<file path="src/hw/xcvr_csr_pkg.sv">
package xcvr_csr_pkg;

  // bus and counter widths
  localparam int csr_addr_width = 10;
  localparam int csr_data_width = 8;
  localparam int count_width    = 50;
  localparam int count_bytes    = 7;
  // flops per synchronizer chain
  localparam int sync_stages    = 3;

  // value returned for addresses no block claims
  localparam logic [csr_data_width-1:0] rd_unused = 8'h00;

  // capability bytes, fixed for this build
  localparam logic [csr_data_width-1:0] cap_user_id     = 8'h5a;
  localparam logic [csr_data_width-1:0] cap_status_en   = 8'd1;
  localparam logic [csr_data_width-1:0] cap_control_en  = 8'd1;
  localparam logic [csr_data_width-1:0] cap_channels    = 8'd1;
  localparam logic [csr_data_width-1:0] cap_channel_num = 8'd0;
  // 3 means duplex, 2 tx only, 1 rx only
  localparam logic [csr_data_width-1:0] cap_duplex      = 8'd3;
  localparam logic [csr_data_width-1:0] cap_prbs_en     = 8'd1;
  // odi logic is not built
  localparam logic [csr_data_width-1:0] cap_odi_en      = 8'd0;

  // capability addresses
  localparam logic [csr_addr_width-1:0] addr_id            = 10'h000;
  localparam logic [csr_addr_width-1:0] addr_status_en     = 10'h001;
  localparam logic [csr_addr_width-1:0] addr_control_en    = 10'h002;
  localparam logic [csr_addr_width-1:0] addr_nat_chnls     = 10'h003;
  localparam logic [csr_addr_width-1:0] addr_nat_chnl_num  = 10'h004;
  localparam logic [csr_addr_width-1:0] addr_nat_duplex    = 10'h005;
  localparam logic [csr_addr_width-1:0] addr_nat_prbs_en   = 10'h006;
  localparam logic [csr_addr_width-1:0] addr_nat_odi_en    = 10'h007;

  // prbs control and the two 7-byte count windows
  localparam logic [csr_addr_width-1:0] addr_prbs_ctrl     = 10'h010;
  localparam logic [csr_addr_width-1:0] addr_prbs_err_base = 10'h011;
  localparam logic [csr_addr_width-1:0] addr_prbs_bit_base = 10'h018;

  // status and channel control
  localparam logic [csr_addr_width-1:0] addr_rd_ltr        = 10'h020;
  localparam logic [csr_addr_width-1:0] addr_cal_busy      = 10'h021;
  localparam logic [csr_addr_width-1:0] addr_set_ltr       = 10'h022;
  localparam logic [csr_addr_width-1:0] addr_lpbk          = 10'h023;
  localparam logic [csr_addr_width-1:0] addr_chnl_reset    = 10'h024;

  // lock status byte
  localparam int off_rd_ltr      = 0;
  localparam int off_rd_ltd      = 1;

  // calibration busy byte, bit 3 is a hole
  localparam int off_tx_cal_busy = 0;
  localparam int off_rx_cal_busy = 1;
  localparam int off_avmm_busy   = 2;
  localparam int off_tx_cal_mask = 4;
  localparam int off_rx_cal_mask = 5;

  // lock control byte
  localparam int off_set_ltr     = 0;
  localparam int off_set_ltd     = 1;
  localparam int off_set_ltr_ovr = 2;
  localparam int off_set_ltd_ovr = 3;

  // loopback byte
  localparam int off_lpbk        = 0;

  // channel reset byte, overrides in the upper nibble
  localparam int off_rx_ana      = 0;
  localparam int off_rx_dig      = 1;
  localparam int off_tx_ana      = 2;
  localparam int off_tx_dig      = 3;
  localparam int off_rx_ana_ovr  = off_rx_ana + 4;
  localparam int off_rx_dig_ovr  = off_rx_dig + 4;
  localparam int off_tx_ana_ovr  = off_tx_ana + 4;
  localparam int off_tx_dig_ovr  = off_tx_dig + 4;

  // prbs control byte
  localparam int off_prbs_en     = 0;
  localparam int off_prbs_reset  = 1;
  localparam int off_prbs_snap   = 2;
  localparam int off_prbs_done   = 3;

endpackage

</file>
<file path="src/hw/resync_chain.sv">
`timescale 1ns/1ps

module resync_chain #(
  parameter int width  = 1,
  parameter int stages = xcvr_csr_pkg::sync_stages
) (
  input  logic             avmm_clk,
  input  logic             avmm_reset,
  input  logic [width-1:0] d,
  output logic [width-1:0] q
);

  // stage 0 samples the asynchronous input
  logic [width-1:0] sync_q [stages];

  always_ff @(posedge avmm_clk or posedge avmm_reset) begin
    if (avmm_reset) begin
      for (int i = 0; i < stages; i++) begin
        sync_q[i] <= '0;
      end
    end else begin
      sync_q[0] <= d;
      // shift toward the output
      for (int i = 1; i < stages; i++) begin
        sync_q[i] <= sync_q[i-1];
      end
    end
  end

  assign q = sync_q[stages-1];

endmodule

</file>
<file path="src/hw/channel_status_regs.sv">
`timescale 1ns/1ps

module channel_status_regs (
  input  logic                                    avmm_clk,
  input  logic                                    avmm_reset,
  input  logic [xcvr_csr_pkg::csr_addr_width-1:0] avmm_address,
  input  logic [xcvr_csr_pkg::csr_data_width-1:0] avmm_writedata,
  input  logic                                    avmm_write,
  input  logic                                    rx_is_lockedtodata,
  input  logic                                    rx_is_lockedtoref,
  input  logic                                    tx_cal_busy,
  input  logic                                    rx_cal_busy,
  input  logic                                    avmm_busy,
  output logic                                    csr_tx_cal_busy_mask,
  output logic                                    csr_rx_cal_busy_mask,
  output logic [xcvr_csr_pkg::csr_data_width-1:0] rd_data
);

  import xcvr_csr_pkg::*;

  logic ltr_sync;
  logic ltd_sync;
  logic tx_cal_sync;
  logic rx_cal_sync;
  logic avmm_busy_q;

  // lock indications come from the cdr clock domain
  resync_chain #(.width(2)) u_lock_sync (
    .avmm_clk   (avmm_clk),
    .avmm_reset (avmm_reset),
    .d          ({rx_is_lockedtodata, rx_is_lockedtoref}),
    .q          ({ltd_sync, ltr_sync})
  );

  // calibration busy comes from the calibration engine
  resync_chain #(.width(2)) u_cal_sync (
    .avmm_clk   (avmm_clk),
    .avmm_reset (avmm_reset),
    .d          ({rx_cal_busy, tx_cal_busy}),
    .q          ({rx_cal_sync, tx_cal_sync})
  );

  // avmm_busy is already in this domain, one flop is enough
  // masks come up set so cal busy is passed on by default
  always_ff @(posedge avmm_clk or posedge avmm_reset) begin
    if (avmm_reset) begin
      avmm_busy_q          <= 1'b0;
      csr_tx_cal_busy_mask <= 1'b1;
      csr_rx_cal_busy_mask <= 1'b1;
    end else begin
      avmm_busy_q <= avmm_busy;
      if (avmm_write && avmm_address == addr_cal_busy) begin
        csr_tx_cal_busy_mask <= avmm_writedata[off_tx_cal_mask];
        csr_rx_cal_busy_mask <= avmm_writedata[off_rx_cal_mask];
      end
    end
  end

  // read mux, zero when neither status address is selected
  always_comb begin
    rd_data = rd_unused;
    if (avmm_address == addr_rd_ltr) begin
      rd_data              = '0;
      rd_data[off_rd_ltr]  = ltr_sync;
      rd_data[off_rd_ltd]  = ltd_sync;
    end else if (avmm_address == addr_cal_busy) begin
      rd_data                  = '0;
      rd_data[off_tx_cal_busy] = tx_cal_sync;
      rd_data[off_rx_cal_busy] = rx_cal_sync;
      rd_data[off_avmm_busy]   = avmm_busy_q;
      rd_data[off_tx_cal_mask] = csr_tx_cal_busy_mask;
      rd_data[off_rx_cal_mask] = csr_rx_cal_busy_mask;
    end
  end

endmodule

</file>
<file path="src/hw/channel_ctrl_regs.sv">
`timescale 1ns/1ps

module channel_ctrl_regs (
  input  logic                                    avmm_clk,
  input  logic                                    avmm_reset,
  input  logic [xcvr_csr_pkg::csr_addr_width-1:0] avmm_address,
  input  logic [xcvr_csr_pkg::csr_data_width-1:0] avmm_writedata,
  input  logic                                    avmm_write,
  input  logic                                    set_rx_locktoref,
  input  logic                                    set_rx_locktodata,
  input  logic                                    serial_loopback,
  input  logic                                    rx_analogreset,
  input  logic                                    rx_digitalreset,
  input  logic                                    tx_analogreset,
  input  logic                                    tx_digitalreset,
  output logic                                    csr_set_lock_to_ref,
  output logic                                    csr_set_lock_to_data,
  output logic                                    csr_en_loopback,
  output logic                                    csr_rx_analogreset,
  output logic                                    csr_rx_digitalreset,
  output logic                                    csr_tx_analogreset,
  output logic                                    csr_tx_digitalreset,
  output logic [xcvr_csr_pkg::csr_data_width-1:0] rd_data
);

  import xcvr_csr_pkg::*;

  // lock value and override bits, upper nibble of the byte unused
  logic [3:0]                lock_q;
  logic                      lpbk_q;
  // all eight bits of the reset byte are used
  logic [csr_data_width-1:0] rst_q;

  always_ff @(posedge avmm_clk or posedge avmm_reset) begin
    if (avmm_reset) begin
      lock_q <= '0;
      lpbk_q <= 1'b0;
      rst_q  <= '0;
    end else if (avmm_write) begin
      if (avmm_address == addr_set_ltr) begin
        lock_q[off_set_ltr]     <= avmm_writedata[off_set_ltr];
        lock_q[off_set_ltd]     <= avmm_writedata[off_set_ltd];
        lock_q[off_set_ltr_ovr] <= avmm_writedata[off_set_ltr_ovr];
        lock_q[off_set_ltd_ovr] <= avmm_writedata[off_set_ltd_ovr];
      end
      if (avmm_address == addr_lpbk) begin
        lpbk_q <= avmm_writedata[off_lpbk];
      end
      if (avmm_address == addr_chnl_reset) begin
        rst_q <= avmm_writedata;
      end
    end
  end

  // override set: register drives the channel, else the input passes through
  assign csr_set_lock_to_ref  = lock_q[off_set_ltr_ovr] ? lock_q[off_set_ltr] : set_rx_locktoref;
  assign csr_set_lock_to_data = lock_q[off_set_ltd_ovr] ? lock_q[off_set_ltd] : set_rx_locktodata;

  // either source can turn serial loopback on
  assign csr_en_loopback = lpbk_q | serial_loopback;

  assign csr_rx_analogreset  = rst_q[off_rx_ana_ovr] ? rst_q[off_rx_ana] : rx_analogreset;
  assign csr_rx_digitalreset = rst_q[off_rx_dig_ovr] ? rst_q[off_rx_dig] : rx_digitalreset;
  assign csr_tx_analogreset  = rst_q[off_tx_ana_ovr] ? rst_q[off_tx_ana] : tx_analogreset;
  assign csr_tx_digitalreset = rst_q[off_tx_dig_ovr] ? rst_q[off_tx_dig] : tx_digitalreset;

  // readback of the stored bytes, other bits zero
  always_comb begin
    rd_data = rd_unused;
    case (avmm_address)
      addr_set_ltr: begin
        rd_data = csr_data_width'(lock_q);
      end
      addr_lpbk: begin
        rd_data           = '0;
        rd_data[off_lpbk] = lpbk_q;
      end
      addr_chnl_reset: begin
        rd_data = rst_q;
      end
      default: begin
        rd_data = rd_unused;
      end
    endcase
  end

endmodule

</file>
<file path="src/hw/prbs_ctrl_regs.sv">
`timescale 1ns/1ps

module prbs_ctrl_regs (
  input  logic                                    avmm_clk,
  input  logic                                    avmm_reset,
  input  logic [xcvr_csr_pkg::csr_addr_width-1:0] avmm_address,
  input  logic [xcvr_csr_pkg::csr_data_width-1:0] avmm_writedata,
  input  logic                                    avmm_write,
  input  logic [xcvr_csr_pkg::count_width-1:0]    prbs_err,
  input  logic [xcvr_csr_pkg::count_width-1:0]    prbs_bit,
  input  logic                                    prbs_done,
  input  logic                                    rx_prbs_err_clr,
  output logic                                    prbs_count_en,
  output logic                                    prbs_snap,
  output logic                                    prbs_reset,
  output logic [xcvr_csr_pkg::csr_data_width-1:0] rd_data
);

  import xcvr_csr_pkg::*;

  localparam int pad_width = count_bytes * csr_data_width;
  localparam int sel_width = $clog2(count_bytes);

  logic                      prbs_en_q;
  logic                      prbs_reset_q;
  logic                      prbs_snap_q;
  logic                      err_clr_sync;
  logic [pad_width-1:0]      err_pad;
  logic [pad_width-1:0]      bit_pad;
  logic [csr_addr_width-1:0] err_off;
  logic [csr_addr_width-1:0] bit_off;

  // error clear arrives from the rx parallel clock domain
  resync_chain #(.width(1)) u_err_clr_sync (
    .avmm_clk   (avmm_clk),
    .avmm_reset (avmm_reset),
    .d          (rx_prbs_err_clr),
    .q          (err_clr_sync)
  );

  always_ff @(posedge avmm_clk or posedge avmm_reset) begin
    if (avmm_reset) begin
      prbs_en_q    <= 1'b0;
      prbs_reset_q <= 1'b0;
      prbs_snap_q  <= 1'b0;
    end else if (avmm_write && avmm_address == addr_prbs_ctrl) begin
      prbs_en_q    <= avmm_writedata[off_prbs_en];
      prbs_reset_q <= avmm_writedata[off_prbs_reset];
      prbs_snap_q  <= avmm_writedata[off_prbs_snap];
    end
  end

  assign prbs_count_en = prbs_en_q;
  assign prbs_snap     = prbs_snap_q;
  // software reset or the external clear both restart the counters
  assign prbs_reset    = prbs_reset_q | err_clr_sync;

  // counts widened to whole bytes, top byte zero above bit 49
  assign err_pad = pad_width'(prbs_err);
  assign bit_pad = pad_width'(prbs_bit);
  // byte index inside each 7-byte window
  assign err_off = avmm_address - addr_prbs_err_base;
  assign bit_off = avmm_address - addr_prbs_bit_base;

  always_comb begin
    rd_data = rd_unused;
    if (avmm_address == addr_prbs_ctrl) begin
      rd_data                 = '0;
      rd_data[off_prbs_en]    = prbs_en_q;
      rd_data[off_prbs_reset] = prbs_reset_q;
      rd_data[off_prbs_snap]  = prbs_snap_q;
      rd_data[off_prbs_done]  = prbs_done;
    end else if (err_off < count_bytes) begin
      rd_data = err_pad[err_off[sel_width-1:0]*csr_data_width +: csr_data_width];
    end else if (bit_off < count_bytes) begin
      rd_data = bit_pad[bit_off[sel_width-1:0]*csr_data_width +: csr_data_width];
    end
  end

endmodule

</file>
<file path="src/hw/csr_read_port.sv">
`timescale 1ns/1ps

module csr_read_port (
  input  logic                                    avmm_clk,
  input  logic                                    avmm_reset,
  input  logic [xcvr_csr_pkg::csr_addr_width-1:0] avmm_address,
  input  logic                                    avmm_read,
  input  logic [xcvr_csr_pkg::csr_data_width-1:0] status_rd,
  input  logic [xcvr_csr_pkg::csr_data_width-1:0] ctrl_rd,
  input  logic [xcvr_csr_pkg::csr_data_width-1:0] prbs_rd,
  output logic [xcvr_csr_pkg::csr_data_width-1:0] avmm_readdata,
  output logic                                    avmm_waitrequest
);

  import xcvr_csr_pkg::*;

  // high in the second cycle of a read, when readdata is good
  logic                      rd_valid;
  logic [csr_data_width-1:0] cap_byte;
  logic [csr_data_width-1:0] rd_merged;

  // first cycle of every read stalls
  assign avmm_waitrequest = avmm_read & ~rd_valid;

  always_comb begin
    case (avmm_address)
      addr_id:           cap_byte = cap_user_id;
      addr_status_en:    cap_byte = cap_status_en;
      addr_control_en:   cap_byte = cap_control_en;
      addr_nat_chnls:    cap_byte = cap_channels;
      addr_nat_chnl_num: cap_byte = cap_channel_num;
      addr_nat_duplex:   cap_byte = cap_duplex;
      addr_nat_prbs_en:  cap_byte = cap_prbs_en;
      addr_nat_odi_en:   cap_byte = cap_odi_en;
      default:           cap_byte = rd_unused;
    endcase
  end

  // each block returns zero off its own addresses so a plain OR merges them
  assign rd_merged = cap_byte | status_rd | ctrl_rd | prbs_rd;

  always_ff @(posedge avmm_clk or posedge avmm_reset) begin
    if (avmm_reset) begin
      rd_valid      <= 1'b0;
      avmm_readdata <= '0;
    end else if (!avmm_read) begin
      rd_valid      <= 1'b0;
      avmm_readdata <= '0;
    end else begin
      // toggles so back-to-back reads each get a stall cycle
      rd_valid      <= avmm_waitrequest;
      avmm_readdata <= rd_merged;
    end
  end

endmodule

</file>
<file path="src/hw/xcvr_native_csr.sv">
`timescale 1ns/1ps

module xcvr_native_csr (
  input  logic                                    avmm_clk,
  input  logic                                    avmm_reset,
  input  logic [xcvr_csr_pkg::csr_addr_width-1:0] avmm_address,
  input  logic [xcvr_csr_pkg::csr_data_width-1:0] avmm_writedata,
  input  logic                                    avmm_write,
  input  logic                                    avmm_read,
  output logic [xcvr_csr_pkg::csr_data_width-1:0] avmm_readdata,
  output logic                                    avmm_waitrequest,
  // prbs checker
  input  logic [xcvr_csr_pkg::count_width-1:0]    prbs_err,
  input  logic [xcvr_csr_pkg::count_width-1:0]    prbs_bit,
  input  logic                                    prbs_done,
  output logic                                    prbs_count_en,
  output logic                                    prbs_snap,
  output logic                                    prbs_reset,
  // channel status
  input  logic                                    rx_is_lockedtodata,
  input  logic                                    rx_is_lockedtoref,
  input  logic                                    tx_cal_busy,
  input  logic                                    rx_cal_busy,
  input  logic                                    avmm_busy,
  // controls from the user side
  input  logic                                    rx_prbs_err_clr,
  input  logic                                    set_rx_locktoref,
  input  logic                                    set_rx_locktodata,
  input  logic                                    serial_loopback,
  input  logic                                    rx_analogreset,
  input  logic                                    rx_digitalreset,
  input  logic                                    tx_analogreset,
  input  logic                                    tx_digitalreset,
  // controls toward the channel
  output logic                                    csr_set_lock_to_data,
  output logic                                    csr_set_lock_to_ref,
  output logic                                    csr_en_loopback,
  output logic                                    csr_rx_analogreset,
  output logic                                    csr_rx_digitalreset,
  output logic                                    csr_tx_analogreset,
  output logic                                    csr_tx_digitalreset,
  output logic                                    csr_tx_cal_busy_mask,
  output logic                                    csr_rx_cal_busy_mask
);

  import xcvr_csr_pkg::*;

  // per-block read bytes, zero when the block is not addressed
  logic [csr_data_width-1:0] status_rd;
  logic [csr_data_width-1:0] ctrl_rd;
  logic [csr_data_width-1:0] prbs_rd;

  channel_status_regs u_status (
    .avmm_clk             (avmm_clk),
    .avmm_reset           (avmm_reset),
    .avmm_address         (avmm_address),
    .avmm_writedata       (avmm_writedata),
    .avmm_write           (avmm_write),
    .rx_is_lockedtodata   (rx_is_lockedtodata),
    .rx_is_lockedtoref    (rx_is_lockedtoref),
    .tx_cal_busy          (tx_cal_busy),
    .rx_cal_busy          (rx_cal_busy),
    .avmm_busy            (avmm_busy),
    .csr_tx_cal_busy_mask (csr_tx_cal_busy_mask),
    .csr_rx_cal_busy_mask (csr_rx_cal_busy_mask),
    .rd_data              (status_rd)
  );

  channel_ctrl_regs u_ctrl (
    .avmm_clk             (avmm_clk),
    .avmm_reset           (avmm_reset),
    .avmm_address         (avmm_address),
    .avmm_writedata       (avmm_writedata),
    .avmm_write           (avmm_write),
    .set_rx_locktoref     (set_rx_locktoref),
    .set_rx_locktodata    (set_rx_locktodata),
    .serial_loopback      (serial_loopback),
    .rx_analogreset       (rx_analogreset),
    .rx_digitalreset      (rx_digitalreset),
    .tx_analogreset       (tx_analogreset),
    .tx_digitalreset      (tx_digitalreset),
    .csr_set_lock_to_ref  (csr_set_lock_to_ref),
    .csr_set_lock_to_data (csr_set_lock_to_data),
    .csr_en_loopback      (csr_en_loopback),
    .csr_rx_analogreset   (csr_rx_analogreset),
    .csr_rx_digitalreset  (csr_rx_digitalreset),
    .csr_tx_analogreset   (csr_tx_analogreset),
    .csr_tx_digitalreset  (csr_tx_digitalreset),
    .rd_data              (ctrl_rd)
  );

  prbs_ctrl_regs u_prbs (
    .avmm_clk             (avmm_clk),
    .avmm_reset           (avmm_reset),
    .avmm_address         (avmm_address),
    .avmm_writedata       (avmm_writedata),
    .avmm_write           (avmm_write),
    .prbs_err             (prbs_err),
    .prbs_bit             (prbs_bit),
    .prbs_done            (prbs_done),
    .rx_prbs_err_clr      (rx_prbs_err_clr),
    .prbs_count_en        (prbs_count_en),
    .prbs_snap            (prbs_snap),
    .prbs_reset           (prbs_reset),
    .rd_data              (prbs_rd)
  );

  // capability bytes, merge and the read handshake
  csr_read_port u_read (
    .avmm_clk             (avmm_clk),
    .avmm_reset           (avmm_reset),
    .avmm_address         (avmm_address),
    .avmm_read            (avmm_read),
    .status_rd            (status_rd),
    .ctrl_rd              (ctrl_rd),
    .prbs_rd              (prbs_rd),
    .avmm_readdata        (avmm_readdata),
    .avmm_waitrequest     (avmm_waitrequest)
  );

endmodule

</file>
<file path="config.mk">
export PLATFORM = sky130hd
export DESIGN_NAME = xcvr_native_csr
export DESIGN_NICKNAME = d
export VERILOG_FILES = /design/src/hw/xcvr_csr_pkg.sv /design/src/hw/resync_chain.sv /design/src/hw/channel_status_regs.sv /design/src/hw/channel_ctrl_regs.sv /design/src/hw/prbs_ctrl_regs.sv /design/src/hw/csr_read_port.sv /design/src/hw/xcvr_native_csr.sv
export SDC_FILE = /design/constraint.sdc
export NUM_CORES = 1
export LEC_CHECK = 0
export BUFFER_PORTS_ARGS = -buffer_cell sky130_fd_sc_hd__buf_2
export CAP_MARGIN = 20
export CORE_MARGIN = 3
export CORE_UTILIZATION = 31
export DETAILED_ROUTE_END_ITERATION = 6
export PLACE_DENSITY = 0.6
export SLEW_MARGIN = 15
export SYNTH_ARGS = -nofsm -noshare
export SYNTH_HDL_FRONTEND = slang
export SYNTH_SLANG_ARGS = --single-unit
export TNS_END_PERCENT = 100
</file>
<file path="constraint.sdc">
create_clock -name avmm_clk -period 1.3 [get_ports avmm_clk]
set_clock_uncertainty 0.15 [all_clocks]
set_input_delay 0.26 -clock avmm_clk [delete_from_list [all_inputs] [get_ports avmm_clk]]
set_output_delay 0.26 -clock avmm_clk [all_outputs]
set_load 0.02 [all_outputs]
</file>
==> parameters.txt, run 1 <==
Parameter                              Value

Outcome
  Result of the run ... complete, but fails checks
  Failing checks ... setup timing

Synth
  Number of different library cells in the post-synthesis netlist ... 55
  Synth warnings ... 0
  Top-area cell type share of the netlist area ... between 30% and 40%
  Number of enable flip-flop cells after synthesis ... 0
  Post-synth top flop ... sky130_fd_sc_hd__dfrtp_1
  Synthesized area ... about 3000 sq um
  Area contributors post-synth ... sky130_fd_sc_hd__dfrtp_1 (33%), sky130_fd_sc_hd__mux2_2 (12%), sky130_fd_sc_hd__mux4_2 (12%)
  Synth Instances ... 279
  Post-Syn Nets ... 423
  Top cell types by occurrence after synthesis ... sky130_fd_sc_hd__dfrtp_1 (41), sky130_fd_sc_hd__mux2_2 (33), sky130_fd_sc_hd__mux4_2 (16), sky130_fd_sc_hd__nand2_1 (16), sky130_fd_sc_hd__inv_1 (15)
  Top cell type by total area after synthesis ... sky130_fd_sc_hd__dfrtp_1
  Most numerous cell in the Yosys netlist ... sky130_fd_sc_hd__dfrtp_1
  Sequential area share after synthesis ... around a third
  Async set-or-reset flop fraction in the synthesized netlist ... 100.0%
  Average instance area after synthesis ... between 10 and 15 sq um
  Register bit total from synthesis ... 43

Finish
  Total number of nets in the final design ... 647
  Post-Layout Cell Count ... 633
  Area added between synthesis and finish ... 66.53%
  Number of antenna diodes ... 0
  Share of final-layout standard cells stronger than drive strength 1 ... about 67%
  Fillcell total ... 804

Place
  Half-perimeter wire length after detailed placement ... 8270 microns
  Weighted congestion reported at the end of routability-driven placement ... 0.8438
  Port Buffers ... approximately 160
  Post-placement worst setup slack ... -1.054 ns
  Number of instances in the placed design ... 597

Floorplan
  Core footprint ... 9415 sq um
  Number of I/O pins ... 157
  Die outline width ... 105.6 microns
  Site row count ... 35
  Die Area ... 11140 sq um
  Initial core utilization ... 32.64%
  Chip Height ... 105.6 microns

STA
  Max transition margin ... 69.96%
  FMAX ... roughly 540 MHz
  Fin. Hold Viols ... 0
  Post-route clock period utilization ... 141.2%
  Min cycle time layout ... around 1.8 ns
  RSZ-0062 raised after global routing ... true
  Actual transition at the worst max-transition pin ... 0.4495 ns
  Total of endpoints with negative setup slack in the final report ... 39
  Final slew viol count ... 0
  Final worst slack ... -0.5358 ns

Clocking
  Maximum root-to-sink buffer count ... 2
  Inserted Clock Buffers ... 5
  Worst-Skew Late Latency ... 0.28 ns
  Clock tree root driver cell ... sky130_fd_sc_hd__clkbuf_8
  Clock slew seen by the registers of the worst setup and hold paths ... approximately 0.080 ns
  Clock tree from TritonCTS ... built
  Clock sinks ... 43
  H-tree depth ... 2

Pwr
  Cell-internal power ... 2.435 mW
  LEAKAGE ... 2.501 nW
  Switching portion of total power ... 27.06%
  Power density cells ... 652.3 nW/um^2
  Power dissipated by switching net loads ... 0.9035 mW
  Maximum VDD drop ... between 0.0005 and 0.0006 V
  Part of the total power dissipated in the clock network ... around 27%
  Sequential power share ... 41.6%
  Part of the power in combinational logic ... 31.4%

Flow run
  Total of max-cap violations ... 0

Global routing
  Total routing resource utilization after global routing ... about a fifth
  Pin count of the biggest net entering global routing ... 31
  Total congestion overflow after global routing ... 0
  Via count of the first global-routing pass ... 3362
  Antenna violations before repair ... 0
  Global-route wire length before repair ... 16780 microns

Drt
  Final WL ... approximately 10000 microns
  Post-route ant nets ... 0
  Remaining design rule violation count ... 0
  Final routed wire length divided by cell count ... 16.39 microns
  Violation count after the first detailed-route iteration ... 141
  Count of vias placed by the detailed router ... 3131
  First-pass detailed-route iteration total ... 4
  Via/cell ratio ... about 4.9

Hold path
  Worst hold path type ... primary input to flop

Critical path
  Critical Path Sink Type ... flop
  Worst setup SP type ... primary input
  Arrival time worst endpoint ... 1.90 ns
  Data required time of the worst path ... 1.36 ns
  Top fanout value on the critical path ... 5
  Setup CP Type ... primary input to flop
## what timing repair did
item / CTS / global route
gates cloned: 3 / 0
hold buffers: 7 / 0
setup buffers: 14 / 4
endpoints found under the setup margin: 39 / 39
pin swaps: 24 / 4
resized for setup: 80 / 9
endpoints found under the hold margin: 47 / 0
## per-layer routing
layer	GRT usage [%]	up-vias	routed length, microns
met5	0	-	0
met4	3.608	0	124
met3	4.042	14	547
met2	32.83	86	5458
met1	23.59	1523	4244
li1	-	1508	-
## final cells by class
cell class	instances	area, sq um	share of cell area, %
clock buffer	8	100.1	1.956
inverter	15	70.07	1.369
multi-input combinational	204	2112	41.27
sequential	43	1079	21.08
tap	129	161.4	3.154
timing repair buffer	234	1595	31.17
## cells by family (layout without fill, tap and decap cells)
| family | after synthesis | in the layout | synth area share [%] |
|---|---|---|---|
| XOR/XNOR | 4 | 4 | 1.140 |
| AO/OA/AOI/OAI | 59 | 59 | 14.74 |
| buffers and inverters | 32 | 257 | 4.723 |
| flip-flops | 43 | 43 | 35.10 |
| adder cells (fa/ha/maj) | 8 | 8 | 3.257 |
| AND/OR/NAND/NOR | 77 | 77 | 14.82 |
| multiplexers | 56 | 56 | 26.22 |
## power groups by stage
stage	clock network (mW)	logic [mW]	registers (mW)
2_1_floorplan	0	0.510	1.41
3_3_place_gp	0	0.893	1.41
3_5_place_dp	0	0.908	1.42
4_1_cts	0.929	1.04	1.39
5_1_grt	0.987	1.14	1.39
6_report	0.900	1.05	1.39
## critical path, stage by stage
cell and delay [ns]:
sky130_fd_sc_hd__buf_6 0.09, sky130_fd_sc_hd__or4_4 0.57, sky130_fd_sc_hd__buf_8 0.17, sky130_fd_sc_hd__a2111oi_1 0.46
sky130_fd_sc_hd__a221o_1 0.17, sky130_fd_sc_hd__o21ai_1 0.08, sky130_fd_sc_hd__o211ai_2 0.08
## stage by stage
step	TNS, ns	area, sq um	power, mW	util [%]	hold WS [ns]
after floorplan	-19.03	3236	1.923	-	0.1071
after global placement	-22.36	4419	2.307	46.94	0.1612
after detailed placement	-23.54	4419	2.323	46.94	0.1637
after CTS	-12.80	5046	3.356	53.59	0.05507
after global routing	-14.99	5117	3.524	54.35	0.04764
final	-13.69	5117	3.338	54.35	0.06001
## flip-flops by register name, summed over array words and instances, names as in the netlist
name	cells
u_prbs.u_err_clr_sync.q	1
u_prbs.u_err_clr_sync.sync_q	2
u_status.csr_rx_cal_busy_mask	1
u_prbs.prbs_snap	1
u_status.u_lock_sync.sync_q	4
u_ctrl.lock_q	4
u_status.avmm_busy_q	1
u_ctrl.rst_q	8
u_status.csr_tx_cal_busy_mask	1
u_read.avmm_readdata	8
u_status.u_cal_sync.q	2
u_ctrl.lpbk_q	1
u_status.u_cal_sync.sync_q	4
u_status.u_lock_sync.q	2
u_prbs.prbs_reset_q	1
u_prbs.prbs_count_en	1
u_read.rd_valid	1
## cell usage in the layout, fill, tap and decap left out, types with 8 or more instances in the layout
cell type / netlist / final
sky130_fd_sc_hd__mux4_2: 16 / 16
sky130_fd_sc_hd__nor3_1: 12 / 9
sky130_fd_sc_hd__buf_6: 2 / 25
sky130_fd_sc_hd__mux2_4: 0 / 9
sky130_fd_sc_hd__nand2_1: 16 / 15
sky130_fd_sc_hd__inv_1: 15 / 11
sky130_fd_sc_hd__nand3_1: 13 / 10
sky130_fd_sc_hd__buf_2: 5 / 140
sky130_fd_sc_hd__buf_4: 1 / 56
sky130_fd_sc_hd__dfrtp_1: 41 / 41
sky130_fd_sc_hd__o211ai_1: 8 / 8
sky130_fd_sc_hd__mux2_2: 33 / 24
## path summary, 6_finish.rpt
path | startpoint | cells past startpoint | slack [ns] | to
hold reg to reg | u_status.u_lock_sync.sync_q[2] | 0 | 0.20 | u_status.u_lock_sync.q[0]
setup reg to reg | u_ctrl.lock_q[1] | 4 | -0.21 | u_read.avmm_readdata[1]
hold / removal | avmm_writedata[6] | 2 | 0.06 | u_ctrl.rst_q[6]
setup / recovery | avmm_address[6] | 7 | -0.54 | u_read.avmm_readdata[0]
min in group asynchronous | avmm_reset | 4 | 0.40 | u_status.u_cal_sync.q[1]
max in group asynchronous | avmm_reset | 4 | 0.36 | u_status.csr_tx_cal_busy_mask
(Power assumes the default switching activity.)
==> inputs of run 2 (changes only) <==
PLACE_DENSITY = 0.58   (was 0.6)
clock period = 2.19 ns   (was 1.3 ns; I/O delays follow)
==> run 2 against run 1 <==
  * The flow now finishes without violations
  * Worst hold slack gained 0.040 ns
  * Design area decreased by 12%
  * Sequential power shrank 41%
  * Routed wire length shrank 7.3%
  * First-iteration DRC count is 42% higher
  * Power decreased by 41%
  * Critical path depth up 2
  * Combinational power is 50% lower
  * Via count is 5.9% lower
  * Highest routed layer unchanged
==> parameters.txt, run 2 (synthesized netlist as in run 1, its figures left out) <==
Parameter                              Value

STA
  Min cycle time layout ... 2.095 ns
  Fin. Hold Viols ... 0 (unchanged)
  Actual transition at the worst max-transition pin ... 0.5587 ns (+0.1092 ns)
  Final slew viol count ... 0 (unchanged)
  Total of endpoints with negative setup slack in the final report ... 0 (-100%)
  Max transition margin ... 61.79% (-8.2 points)
  RSZ-0062 raised after global routing ... false
  Post-route clock period utilization ... 95.65%
  FMAX ... between 400 and 500 MHz

Global routing
  Total congestion overflow after global routing ... 0 (unchanged)
  Global-route wire length before repair ... 15510 microns (-7.6%)
  Pin count of the biggest net entering global routing ... 44 (+42%)
  Via count of the first global-routing pass ... 3115 (-7.3%)
  Total routing resource utilization after global routing ... 17.18% (-1.5 points)
  Antenna violations before repair ... 0 (unchanged)

Floorplan
  Number of I/O pins ... 157 (unchanged)
  Chip Height ... 105.6 microns (unchanged)
  Die outline width ... 105.6 microns (unchanged)
  Site row count ... 35 (unchanged)
  Core footprint ... 9415 sq um (unchanged)
  Die Area ... 11140 sq um (unchanged)
  Initial core utilization ... 32.64% (unchanged)

Critical path
  Data required time of the worst path ... 2.26 ns (+0.90 ns)
  Setup CP Type ... primary input to flop
  Reg-to-reg slack, setup ... 0.67 ns (+0.88 ns)
  Number of cells traversed by the worst register-to-register path ... 4 (unchanged)
  Worst setup SP type ... primary input
  Critical Path Sink Type ... flop
  Arrival time worst endpoint ... 2.17 ns (+0.27 ns)
  Top fanout value on the critical path ... 9 (+4)
  Launch instance of the worst register-to-register path ... u_ctrl.lock_q[1]
  Worst reg2reg path endpoint ... u_read.avmm_readdata[1]

Finish
  Area added between synthesis and finish ... 45.97%
  Number of antenna diodes ... 0 (unchanged)
  Share of final-layout standard cells stronger than drive strength 1 ... 61.44% (-5.6 points)
  Post-Layout Cell Count ... 601 (-5.1%)
  Total number of nets in the final design ... 615 (-4.9%)
  Commonest cells after routing, fill and taps aside ... sky130_fd_sc_hd__buf_2 (156), sky130_fd_sc_hd__buf_4 (44), sky130_fd_sc_hd__dfrtp_1 (41), sky130_fd_sc_hd__mux2_2 (33)
  Commonest non-fill, non-tap cell in the layout ... sky130_fd_sc_hd__buf_2
  Leading registers by flop count ... u_ctrl.rst_q (8), u_read.avmm_readdata (8)

Clocking
  Worst-Skew Late Latency ... 0.29 ns (about the same)
  Clock slew seen by the registers of the worst setup and hold paths ... 0.08 ns (about the same)
  Clock tree from TritonCTS ... built
  Clock sinks ... 43 (unchanged)
  H-tree depth ... 2 (unchanged)
  Count of hold-fix buffers inserted at cts ... 0 (-7)
  Maximum root-to-sink buffer count ... 2 (unchanged)
  Inserted Clock Buffers ... 5 (unchanged)
  Clock tree root driver cell ... sky130_fd_sc_hd__clkbuf_8

Place
  Number of instances in the placed design ... 590 (-1.2%)
  Weighted congestion reported at the end of routability-driven placement ... 0.7931 (-6.0%)
  Half-perimeter wire length after detailed placement ... 8166 microns (-1.3%)
  Port Buffers ... 156 (unchanged)

Pwr
  Part of the total power dissipated in the clock network ... 31.9% (+4.9 points)
  Cell-internal power ... 1.459 mW (-40%)
  Part of the power in combinational logic ... 26.4% (-5.0 points)
  Power density cells ... 441.3 nW/um^2 (-32%)
  Overall power after layout ... 1.980 mW (-41%)
  Switching portion of total power ... 26.30% (-0.77 points)
  Power dissipated by switching net loads ... 0.5206 mW (-42%)
  Maximum VDD drop ... 0.0002569 V (-56%)
  Sequential power share ... 41.7% (about the same)
  LEAKAGE ... 2.216 nW (-11%)

Hold path
  Worst hold path type ... primary input to flop
  Worst hold path stage count ... 1 (-1)
  Worst Hold End ... u_status.u_cal_sync.sync_q[4]
  Min-delay src ... tx_cal_busy

Drt
  First-pass detailed-route iteration total ... 4 (unchanged)
  Post-route ant nets ... 0 (unchanged)
  Remaining design rule violation count ... 0 (unchanged)
  Violation count after the first detailed-route iteration ... 200 (+42%)
  Via/cell ratio ... 4.903 (-0.87%)
  Final WL ... 9618 microns (-7.3%)
  Final routed wire length divided by cell count ... 16.00 microns (-2.4%)
  Count of vias placed by the detailed router ... 2947 (-5.9%)

Outcome
  Result of the run ... finished, final reports clean

Flow run
  Total of max-cap violations ... 0 (unchanged)
run 2: worst max path at each step:
stage / startpoint / end / slack, ns / depth (start not counted)
final: avmm_address[9] / u_read.avmm_readdata[5] / 0.1 / 9
after CTS: avmm_address[1] / u_ctrl.rst_q[1] / 0.07 / 8
after floorplan: avmm_address[0] / u_read.avmm_readdata[0] / -0.22 / 11
after detailed placement: avmm_address[9] / u_ctrl.rst_q[1] / -0.33 / 6
after global routing: avmm_address[9] / u_read.avmm_readdata[5] / 0.02 / 9
after global placement: avmm_address[9] / u_ctrl.rst_q[6] / -0.28 / 6
run 2: repair_timing:
item                                    4_1_cts  5_1_grt
pin swaps                                     2        1
buffers inserted                              0        3
endpoints found under the setup margin        3        8
gates resized for setup                       0        2
run 2: routing by layer:
layer | global-route usage, % | vias up | share of wire (%)
li1 | - | 1439 | -
met1 | 22.22 | 1411 | 43
met2 | 30.56 | 95 | 51
met3 | 3.491 | 2 | 5.7
met4 | 1.943 | 0 | 0.21
met5 | 0 | - | 0
run 2: layout make-up:
type                       instances  area [sq um]
clock inverter                     2         35.03
timing repair buffer             202          1142
multi-input combinational        204          1924
fill                             886          4930
inverter                          15         61.31
tap                              129         161.4
clock buffer                       6         82.58
sequential                        43          1079
run 2: critical path, cell delays in order:
cell,delay [ns]
sky130_fd_sc_hd__buf_2,0.10
sky130_fd_sc_hd__or4_4,0.56
sky130_fd_sc_hd__buf_6,0.17
sky130_fd_sc_hd__nor4_4,0.37
sky130_fd_sc_hd__buf_4,0.17
sky130_fd_sc_hd__buf_4,0.10
sky130_fd_sc_hd__a32o_1,0.11
sky130_fd_sc_hd__nand2_1,0.07
sky130_fd_sc_hd__o211ai_2,0.06
run 2: power groups by stage:
stage / Clock, mW / Combinational (mW) / Sequential (mW)
2_1_floorplan: 0 / 0.299 / 0.839
3_3_place_gp: 0 / 0.521 / 0.840
3_5_place_dp: 0 / 0.528 / 0.841
4_1_cts: 0.644 / 0.530 / 0.825
5_1_grt: 0.678 / 0.576 / 0.828
6_report: 0.631 / 0.523 / 0.825
run 2: stage by stage:
stage,setup WS (ns),hold WS [ns],TNS [ns],area (sq um),utilization [%]
global route,0.01729,0.08740,0,4486,47.64
floorplan,-0.2214,0.1812,-2.308,3206,-
finish,0.09527,0.1004,0,4486,47.64
global placement,-0.2831,0.1816,-3.936,4337,46.06
detailed placement,-0.3251,0.1847,-4.217,4337,46.06
CTS,0.07475,0.09168,0,4454,47.31
